File: config.mk
export PLATFORM = sky130hd
export DESIGN_NAME = loop_top
export DESIGN_NICKNAME = d
export VERILOG_FILES = /design/src/loop_types_pkg.sv /design/src/wb_bus_pkg.sv /design/src/loop_regs.sv /design/src/loop_sequencer.sv /design/src/half_period_timer.sv /design/src/err_demod.sv /design/src/feedback_step_gen.sv /design/src/phase_ramp.sv /design/src/loop_top.sv
export VERILOG_INCLUDE_DIRS = /design/src /design/src/src
export SDC_FILE = /design/constraint.sdc
export NUM_CORES = 1
export LEC_CHECK = 0
export ABC_AREA = 0
export BUFFER_PORTS_ARGS = -buffer_cell sky130_fd_sc_hd__buf_2
export CAP_MARGIN = 25
export CORE_MARGIN = 4
export CORE_UTILIZATION = 45
export CTS_BUF_LIST = sky130_fd_sc_hd__clkbuf_4
export DETAILED_ROUTE_END_ITERATION = 16
export SLEW_MARGIN = 30
export SYNTH_ARGS = -nofsm -noshare
export SYNTH_HDL_FRONTEND = slang
export SYNTH_SLANG_ARGS = --single-unit
File: constraint.sdc
create_clock -name i_clk -period 7 [get_ports i_clk]
set_input_delay 1.4 -clock i_clk [delete_from_list [all_inputs] [get_ports i_clk]]
set_output_delay 1.4 -clock i_clk [all_outputs]
set_load 0.01 [all_outputs]
File: src/loop_config.svh
`ifndef LOOP_CONFIG_SVH
`define LOOP_CONFIG_SVH

// data widths of the converter side
`define LOOP_ADC_W 14
`define LOOP_RAMP_W 16

// register word addresses on the control bus
`define LOOP_REG_CTRL 3'd0 // bit 0 enable, bits 7:4 gain select
`define LOOP_REG_LIMIT 3'd1
`define LOOP_REG_HALF 3'd2
`define LOOP_REG_STEP 3'd3 // read only
`define LOOP_REG_RAMP 3'd4 // read only

// register values out of reset
`define LOOP_RST_GAIN 4'd5
`define LOOP_RST_LIMIT 32'd5000
`define LOOP_RST_HALF 16'd8

// square-wave modulation depth, a quarter of the full 2pi wrap
`define LOOP_MOD_BIAS 16'd16384

`endif

File: src/loop_types_pkg.sv
`include "loop_config.svh"

package loop_types_pkg;

	typedef logic signed [`LOOP_ADC_W-1:0] adc_t; // one converter sample
	typedef logic signed [31:0] err_t; // demodulated error of one period
	typedef logic signed [31:0] step_t; // integrator and clamped step
	typedef logic [31:0] lim_t; // magnitude of the step limit
	typedef logic [3:0] gain_t; // right shift amount, 15 opens the loop
	typedef logic [15:0] half_len_t; // half period length in clocks
	typedef logic [`LOOP_RAMP_W-1:0] ramp_t; // phase ramp, full wrap is 2pi

	// one modulation period runs FIRST, SECOND, INTEG, CLAMP, RAMP
	typedef enum logic [2:0] {
		ST_IDLE,
		ST_FIRST,
		ST_SECOND,
		ST_INTEG,
		ST_CLAMP,
		ST_RAMP
	} seq_state_t;

endpackage

File: src/wb_bus_pkg.sv
package wb_bus_pkg;

	typedef logic [2:0] wb_adr_t; // register word address

	// master to slave signals of a classic cycle
	typedef struct packed {
		logic cyc;
		logic stb;
		logic we;
		wb_adr_t adr;
		logic [31:0] dat_w;
	} wb_req_t;

	// slave to master signals
	typedef struct packed {
		logic ack;
		logic [31:0] dat_r;
	} wb_rsp_t;

endpackage

File: src/loop_regs.sv
`timescale 1ns/1ps
`include "loop_config.svh"

module loop_regs
	import loop_types_pkg::*, wb_bus_pkg::*;
(
	input logic i_clk,
	input logic i_rst_n,
	input wb_req_t i_wb,
	output wb_rsp_t o_wb,
	input step_t i_step,
	input ramp_t i_ramp,
	output logic o_enable,
	output gain_t o_gain,
	output lim_t o_limit,
	output half_len_t o_half_len
);

	logic ack;
	logic [31:0] dat_r;
	logic req_new; // request seen while no ack is pending
	logic [31:0] rd_mux;

	assign req_new = i_wb.cyc && i_wb.stb && !ack;

	// readback selection, the step is sign extended and the ramp zero extended
	always_comb begin
		case (i_wb.adr)
			`LOOP_REG_CTRL: rd_mux = {24'd0, o_gain, 3'd0, o_enable};
			`LOOP_REG_LIMIT: rd_mux = o_limit;
			`LOOP_REG_HALF: rd_mux = {16'd0, o_half_len};
			`LOOP_REG_STEP: rd_mux = 32'(i_step);
			`LOOP_REG_RAMP: rd_mux = {{(32-`LOOP_RAMP_W){1'b0}}, i_ramp};
			default: rd_mux = 32'd0; // unmapped words read as zero
		endcase
	end

	always_ff @(posedge i_clk or negedge i_rst_n) begin
		if (!i_rst_n) begin
			ack <= 1'b0;
		end else begin
			ack <= req_new; // a held strobe gets an ack every second cycle
		end
	end

	// writable settings, stored on the edge that raises ack
	always_ff @(posedge i_clk or negedge i_rst_n) begin
		if (!i_rst_n) begin
			o_enable <= 1'b0;
			o_gain <= `LOOP_RST_GAIN;
			o_limit <= `LOOP_RST_LIMIT;
			o_half_len <= `LOOP_RST_HALF;
		end else if (req_new && i_wb.we) begin
			case (i_wb.adr)
				`LOOP_REG_CTRL: begin
					o_enable <= i_wb.dat_w[0];
					o_gain <= i_wb.dat_w[7:4];
				end
				`LOOP_REG_LIMIT: o_limit <= i_wb.dat_w;
				`LOOP_REG_HALF: o_half_len <= i_wb.dat_w[15:0];
				default: ; // read only and unmapped words ignore writes
			endcase
		end
	end

	always_ff @(posedge i_clk) begin
		if (req_new) begin
			dat_r <= rd_mux; // valid during the ack cycle
		end
	end

	assign o_wb.ack = ack;
	assign o_wb.dat_r = dat_r;

endmodule

File: src/loop_sequencer.sv
`timescale 1ns/1ps

module loop_sequencer
	import loop_types_pkg::*;
(
	input logic i_clk,
	input logic i_rst_n,
	input logic i_enable,
	input logic i_tick,
	output logic o_load,
	output logic o_clr,
	output logic o_sample,
	output logic o_second,
	output logic o_trig,
	output logic o_clamp,
	output logic o_advance
);

	seq_state_t state;
	seq_state_t state_nxt;
	logic enter_first; // the next edge starts a new period

	assign enter_first = i_enable && (state == ST_IDLE || state == ST_RAMP);

	always_comb begin
		state_nxt = state;
		case (state)
			ST_IDLE: if (i_enable) state_nxt = ST_FIRST;
			ST_FIRST: if (i_tick) state_nxt = ST_SECOND;
			ST_SECOND: if (i_tick) state_nxt = ST_INTEG;
			ST_INTEG: state_nxt = ST_CLAMP;
			ST_CLAMP: state_nxt = ST_RAMP;
			ST_RAMP: state_nxt = i_enable ? ST_FIRST : ST_IDLE;
			default: state_nxt = ST_IDLE;
		endcase
	end

	always_ff @(posedge i_clk or negedge i_rst_n) begin
		if (!i_rst_n) begin
			state <= ST_IDLE;
		end else begin
			state <= state_nxt;
		end
	end

	// the timer is reloaded on the edge that opens each half
	assign o_load = enter_first || (state == ST_FIRST && i_tick);
	assign o_clr = enter_first; // demod sum starts from zero in ST_FIRST
	assign o_sample = (state == ST_FIRST) || (state == ST_SECOND);
	assign o_second = (state == ST_SECOND);
	assign o_trig = (state == ST_INTEG);
	assign o_clamp = (state == ST_CLAMP);
	assign o_advance = (state == ST_RAMP); // doubles as the period sync

endmodule

File: src/half_period_timer.sv
`timescale 1ns/1ps

module half_period_timer
	import loop_types_pkg::*;
(
	input logic i_clk,
	input logic i_rst_n,
	input logic i_load,
	input half_len_t i_half_len,
	output logic o_tick
);

	half_len_t count;
	half_len_t load_val;

	// a zero length behaves like a one clock half
	assign load_val = (i_half_len == '0) ? '0 : i_half_len - 16'd1;

	always_ff @(posedge i_clk or negedge i_rst_n) begin
		if (!i_rst_n) begin
			count <= '0;
		end else if (i_load) begin
			count <= load_val;
		end else if (count != '0) begin
			count <= count - 16'd1; // parks at zero until the next load
		end
	end

	assign o_tick = (count == '0); // last cycle of the half

endmodule

File: src/err_demod.sv
`timescale 1ns/1ps

module err_demod
	import loop_types_pkg::*;
(
	input logic i_clk,
	input logic i_rst_n,
	input logic i_clr,
	input logic i_sample,
	input logic i_second,
	input adc_t i_adc,
	output err_t o_err
);

	err_t acc;
	err_t sample_ext;

	assign sample_ext = err_t'(i_adc); // signed cast extends the sign bit

	// first half subtracts and second half adds, so a rate offset
	// between the two modulation states shows up as a nonzero sum
	always_ff @(posedge i_clk or negedge i_rst_n) begin
		if (!i_rst_n) begin
			acc <= '0;
		end else if (i_clr) begin
			acc <= '0;
		end else if (i_sample) begin
			if (i_second) begin
				acc <= acc + sample_ext;
			end else begin
				acc <= acc - sample_ext;
			end
		end
	end

	assign o_err = acc; // held outside the two halves for the integrator

endmodule

File: src/feedback_step_gen.sv
`timescale 1ns/1ps
`include "loop_config.svh"

module feedback_step_gen
	import loop_types_pkg::*;
(
	input logic i_clk,
	input logic i_rst_n,
	input logic i_trig,
	input logic i_clamp,
	input err_t i_err,
	input gain_t i_gain_sel,
	input lim_t i_step_max,
	output logic o_fb_on,
	output step_t o_step
);

	gain_t shift_q;
	step_t step_max;
	step_t step_min;
	step_t integ;
	logic fb_on;

	assign fb_on = (shift_q != 4'd15); // gain 15 opens the loop

	always_ff @(posedge i_clk or negedge i_rst_n) begin
		if (!i_rst_n) begin
			shift_q <= `LOOP_RST_GAIN;
			step_max <= step_t'(`LOOP_RST_LIMIT);
			step_min <= -step_t'(`LOOP_RST_LIMIT);
		end else begin
			shift_q <= i_gain_sel;
			step_max <= step_t'(i_step_max);
			step_min <= -step_t'(i_step_max); // symmetric lower bound
		end
	end

	// the integrator keeps running while the output sits at a limit
	always_ff @(posedge i_clk or negedge i_rst_n) begin
		if (!i_rst_n) begin
			integ <= '0;
			o_step <= '0;
		end else if (!fb_on) begin
			integ <= '0;
			o_step <= '0;
		end else begin
			if (i_trig) integ <= integ + (i_err >>> shift_q);
			if (i_clamp) begin
				if (integ > step_max) o_step <= step_max;
				else if (integ < step_min) o_step <= step_min;
				else o_step <= integ;
			end
		end
	end

	assign o_fb_on = fb_on;

endmodule

File: src/phase_ramp.sv
`timescale 1ns/1ps
`include "loop_config.svh"

module phase_ramp
	import loop_types_pkg::*;
(
	input logic i_clk,
	input logic i_rst_n,
	input logic i_advance,
	input logic i_first_half,
	input step_t i_step,
	output ramp_t o_ramp,
	output ramp_t o_dac
);

	ramp_t ramp;
	ramp_t dac;

	// the ramp wraps naturally at 2pi, only the low bits of the step count
	always_ff @(posedge i_clk or negedge i_rst_n) begin
		if (!i_rst_n) begin
			ramp <= '0;
		end else if (i_advance) begin
			ramp <= ramp + i_step[`LOOP_RAMP_W-1:0];
		end
	end

	// square wave bias of a quarter wrap rides on top of the ramp
	always_ff @(posedge i_clk or negedge i_rst_n) begin
		if (!i_rst_n) begin
			dac <= `LOOP_MOD_BIAS;
		end else if (i_first_half) begin
			dac <= ramp + `LOOP_MOD_BIAS;
		end else begin
			dac <= ramp - `LOOP_MOD_BIAS;
		end
	end

	assign o_ramp = ramp;
	assign o_dac = dac;

endmodule

File: src/loop_top.sv
`timescale 1ns/1ps

module loop_top
	import loop_types_pkg::*, wb_bus_pkg::*;
(
	input logic i_clk,
	input logic i_rst_n,
	input wb_req_t i_wb,
	output wb_rsp_t o_wb,
	input adc_t i_adc,
	output ramp_t o_dac,
	output logic o_sync,
	output logic o_fb_on
);

	logic enable;
	gain_t gain;
	lim_t limit;
	half_len_t half_len;
	logic load;
	logic clr;
	logic sample;
	logic second;
	logic trig;
	logic clamp;
	logic advance;
	logic tick;
	err_t err;
	step_t step;
	ramp_t ramp;

	loop_regs u_regs (
		.i_clk(i_clk),
		.i_rst_n(i_rst_n),
		.i_wb(i_wb),
		.o_wb(o_wb),
		.i_step(step),
		.i_ramp(ramp),
		.o_enable(enable),
		.o_gain(gain),
		.o_limit(limit),
		.o_half_len(half_len)
	);

	loop_sequencer u_seq (
		.i_clk(i_clk),
		.i_rst_n(i_rst_n),
		.i_enable(enable),
		.i_tick(tick),
		.o_load(load),
		.o_clr(clr),
		.o_sample(sample),
		.o_second(second),
		.o_trig(trig),
		.o_clamp(clamp),
		.o_advance(advance)
	);

	half_period_timer u_timer (
		.i_clk(i_clk),
		.i_rst_n(i_rst_n),
		.i_load(load),
		.i_half_len(half_len),
		.o_tick(tick)
	);

	err_demod u_demod (
		.i_clk(i_clk),
		.i_rst_n(i_rst_n),
		.i_clr(clr),
		.i_sample(sample),
		.i_second(second),
		.i_adc(i_adc),
		.o_err(err)
	);

	feedback_step_gen u_step (
		.i_clk(i_clk),
		.i_rst_n(i_rst_n),
		.i_trig(trig),
		.i_clamp(clamp),
		.i_err(err),
		.i_gain_sel(gain),
		.i_step_max(limit),
		.o_fb_on(o_fb_on),
		.o_step(step)
	);

	phase_ramp u_ramp (
		.i_clk(i_clk),
		.i_rst_n(i_rst_n),
		.i_advance(advance),
		.i_first_half(~second), // idle and the strobe states count as first half
		.i_step(step),
		.o_ramp(ramp),
		.o_dac(o_dac)
	);

	assign o_sync = advance;

endmodule

==> summary.txt <==
Run status
  • Status: finished clean

Clock tree
  • Htree depth: 3
  • CTS Buf Count: 88
  • Clk slew on worst S/H paths: 60 ps
  • Clock tree buffer depth: 3
  • Resized cells post-CTS: 0
  • Skew-Pair Late Insertion Delay: 820 ps
  • Clock Tree Root: clkbuf_4
  • Post-CTS setup buffers: 0
  • CTS tree: done
  • Clk sinks: 300
  • Hold_buf cts: 0

Worst setup path
  • Critical path origin: u_step.shift_q[0]
  • Crit Path Max Fanout: 29
  • Reg-to-Reg Start: u_step.shift_q[0]
  • Crit Path Category: reg -> reg
  • Crit Reg-Reg Endpoint: u_step.integ[24]
  • Critical Path Max Stage Delay: 980 ps
  • Critical path's slowest cell: dfstp_2
  • CP cell instances: clkinv_1, a211oi_1, a21oi_1, mux4_2, fa_1, a21o_1, a21oi_1, o21a_1, o31ai_1, a21o_1, a31o_2, a221oi_1, mux2i_1, nand2_1
  • Crit end category: flop
  • Critical Path RT: 7670 ps
  • Worst reg2reg path depth: 14
  • CP arrival: 5830 ps
  • CP delay by family, top: compound AO/OA/AOI/OAI gates
  • Buf/Inv on CP: 1
  • CP Launch Type: flop
  • Register-to-register setup slack: 1840 ps

Logic synthesis
  • Syn Inst Count: 2,252
  • Synth area leader: dfrtp_1
  • Netlist Area Pre-Place: 20,600 µm²
  • Most used DFF post-synth: dfrtp_1
  • Register bit total from synthesis: 300
  • Post-synth EDFFs: 32
  • Top post-synthesis cells by count: nand2_1 (298), dfrtp_1 (227), ha_1 (154), nor2_1 (130), a21oi_1 (123)
  • Syn_nets: 2,463
  • Register area share after synthesis: 37.5%
  • Most common cell in the synthesized netlist: nand2_1
  • Post-Syn Area per Cell: 9.15 µm²
  • Post-synth cell types: 80
  • Ranking of synthesized cells by area: dfrtp_1 (28%), ha_1 (9.4%), nand2_1 (5.4%)
  • Total of warnings raised by yosys: 0
  • Post-synthesis async set-or-reset flop share: 89.3%
  • Synth top area share: 27.6%

Global routing
  • M1 GR Usage: 32.9%
  • Met3 usage: 5.32%
  • First-pass GRT wire length: 94.5 mm
  • GR Overflow Total: 0
  • Largest net degree at the start of global routing: 158
  • Gr usage total: 23.7%
  • Initial antenna violation count: 3
  • GR peak layer: met2
  • M2 GR Usage: 36.8%
  • Vias in the first global route: 17,200

Placement
  • RD Place Congestion: 0.898
  • IO buf count: 104
  • Hpwl dp: 43.0 mm

STA
  • Worst-margin pin slew: 953 ps
  • Tmin final: 5160 ps
  • Post-route clock skew: 51.5 ps
  • Fmax: 194 MHz
  • RSZ-0062 raised after global routing: no
  • Final setup violation count: 0
  • Aggregate negative setup slack: 0 ps
  • Worst rel slew slack: 36.5%
  • Hold WS: 340 ps
  • Crit share post-route: 73.6%
  • Slew Limit Fails: 0
  • Fin. Hold Viols: 0

Routing
  • Antenna-violating nets left: 0
  • DRC violations left: 0
  • Total Wirelength: 59.7 mm
  • Routed via count: 17,600
  • First-pass iteration count of the detailed router: 6
  • Detailed Route Iter0 Violations: 1,318
  • WL per Instance: 19.7 µm
  • Vias/cell: 5.81

Layout
  • Fillers: 4,325
  • Syn-to-layout area delta: 11.2%
  • Share of post-route cells with drive strength above 1: 17.8%
  • Nets@finish: 2,566

Floorplan
  • Core Region: 45,300 µm²
  • Die Wd: 222 µm
  • Die Y: 222 µm
  • I/O pin total: 105
  • Die area: 49,300 µm²
  • Row Count: 78
  • Effective utilization at floorplan: 45.5%

Run
  • Max-Cap Viols: 0

Power and ir drop
  • Lkg Pwr: 0.0106 µW
  • Peak supply drop: 175 µV
  • Power Dens Cells: 330 nW/µm²

Worst hold path
  • Hold depth: 0
  • Min-delay worst type: reg -> reg
  • Hold path endpoint: u_step.shift_q[0]
  • Min-delay src: u_regs.o_gain[0]
[layout make-up]
| cell class | instances | area (µm²) | area share [%] |
|---|---|---|---|
| Clock inverter | 27 | 140 | 0.611 |
| Timing Repair Buffer | 132 | 797 | 3.48 |
| Sequential cell | 300 | 7720 | 33.7 |
| Clock buffer | 138 | 1040 | 4.52 |
| Tap cell | 600 | 751 | 3.28 |
| Antenna cell | 3 | 7.51 | 0.0328 |
| Inverter | 110 | 413 | 1.80 |
| Multi-Input combinational cell | 1723 | 12100 | 52.6 |
[worst register-to-register path, cell delays in order (launching register included)]
cell	delay, ps
dfstp_2	980
clkinv_1	610
a211oi_1	320
a21oi_1	130
mux4_2	530
fa_1	450
a21o_1	180
a21oi_1	280
o21a_1	220
o31ai_1	160
a21o_1	230
a31o_2	270
a221oi_1	370
mux2i_1	230
nand2_1	60
[cell families after synthesis]
kind of cell,count (synthesis),share of synthesized area (%)
xor+xnor,123,5.23
fa+ha+maj,157,9.64
compound gates,622,20.2
flops,300,37.5
buf+inv,229,4.23
simple gates,721,16.9
mux,100,6.35
[where the power goes]
| group | total [µW] | switching [µW] | internal [µW] |
|---|---|---|---|
| Combinational | 3140 | 1770 | 1370 |
| Clock | 1750 | 818 | 934 |
| Sequential | 2670 | 535 | 2140 |
[how the worst max path moves through the flow]
stage	cells after the start	end	slack, ps
final	14	u_step.integ[24]	1840
after global routing	16	u_step.integ[30]	1340
after CTS	14	u_step.integ[30]	1840
after detailed placement	17	u_demod.o_err[30]	1480
after global placement	17	u_demod.o_err[30]	1520
after floorplan	16	u_demod.o_err[30]	1640
[registers in the layout, indices dropped and copies added, names as in the netlist]
name / cells
u_step.shift_q: 4
u_regs.o_gain: 4
u_demod.o_err: 32
u_regs.o_half_len: 16
u_regs.o_limit: 32
u_step.integ: 32
u_regs.dat_r: 32
u_regs.ack: 1
u_timer.count: 16
u_step.o_step: 32
u_ramp.o_dac: 16
u_ramp.o_ramp: 16
u_step.step_min: 31
u_step.step_max: 32
u_seq.state: 3
u_regs.o_enable: 1
[metal layers]
metal / wire length, µm / share of wire (%) / vias up
met5: 13 / 0.022 / -
met4: 1940 / 3.3 / 2
met3: 3500 / 5.9 / 124
met2: 26900 / 45 / 502
met1: 27400 / 46 / 8551
li1: - / - / 8452
[through the flow]
| stage | util (%) | cells | total power, µW | instance area, µm² | setup slack (ps) |
|---|---|---|---|---|---|
| after global routing | 50.6 | 3033 | 8170 | 22900 | 1340 |
| after CTS | 50.5 | 3028 | 7610 | 22900 | 1840 |
| after detailed placement | 47.9 | 2863 | 5800 | 21700 | 1480 |
| after global placement | 47.9 | 2863 | 5740 | 21700 | 1520 |
| final | 50.6 | 3033 | 7570 | 22900 | 1840 |
| after floorplan | - | 2252 | 4930 | 20600 | 1640 |
[placed cells by master (no fill, tap or decap), types with 40 or more instances in the layout]
master and instances:
buf_2 103, nand3_1 40, dfstp_2 41, dfrtp_1 227, a21oi_1 122, a211oi_1 55, a22oi_1 62, o21ai_0 114
mux2_2 56, nor3_1 42, nand2b_1 79, xor2_1 59, ha_1 153, clkbuf_4 138, inv_1 108, nand2_1 298
nor2_1 127, a21o_1 63, xnor2_1 64
No activity file was read; power rests on OpenSTA's default activity.
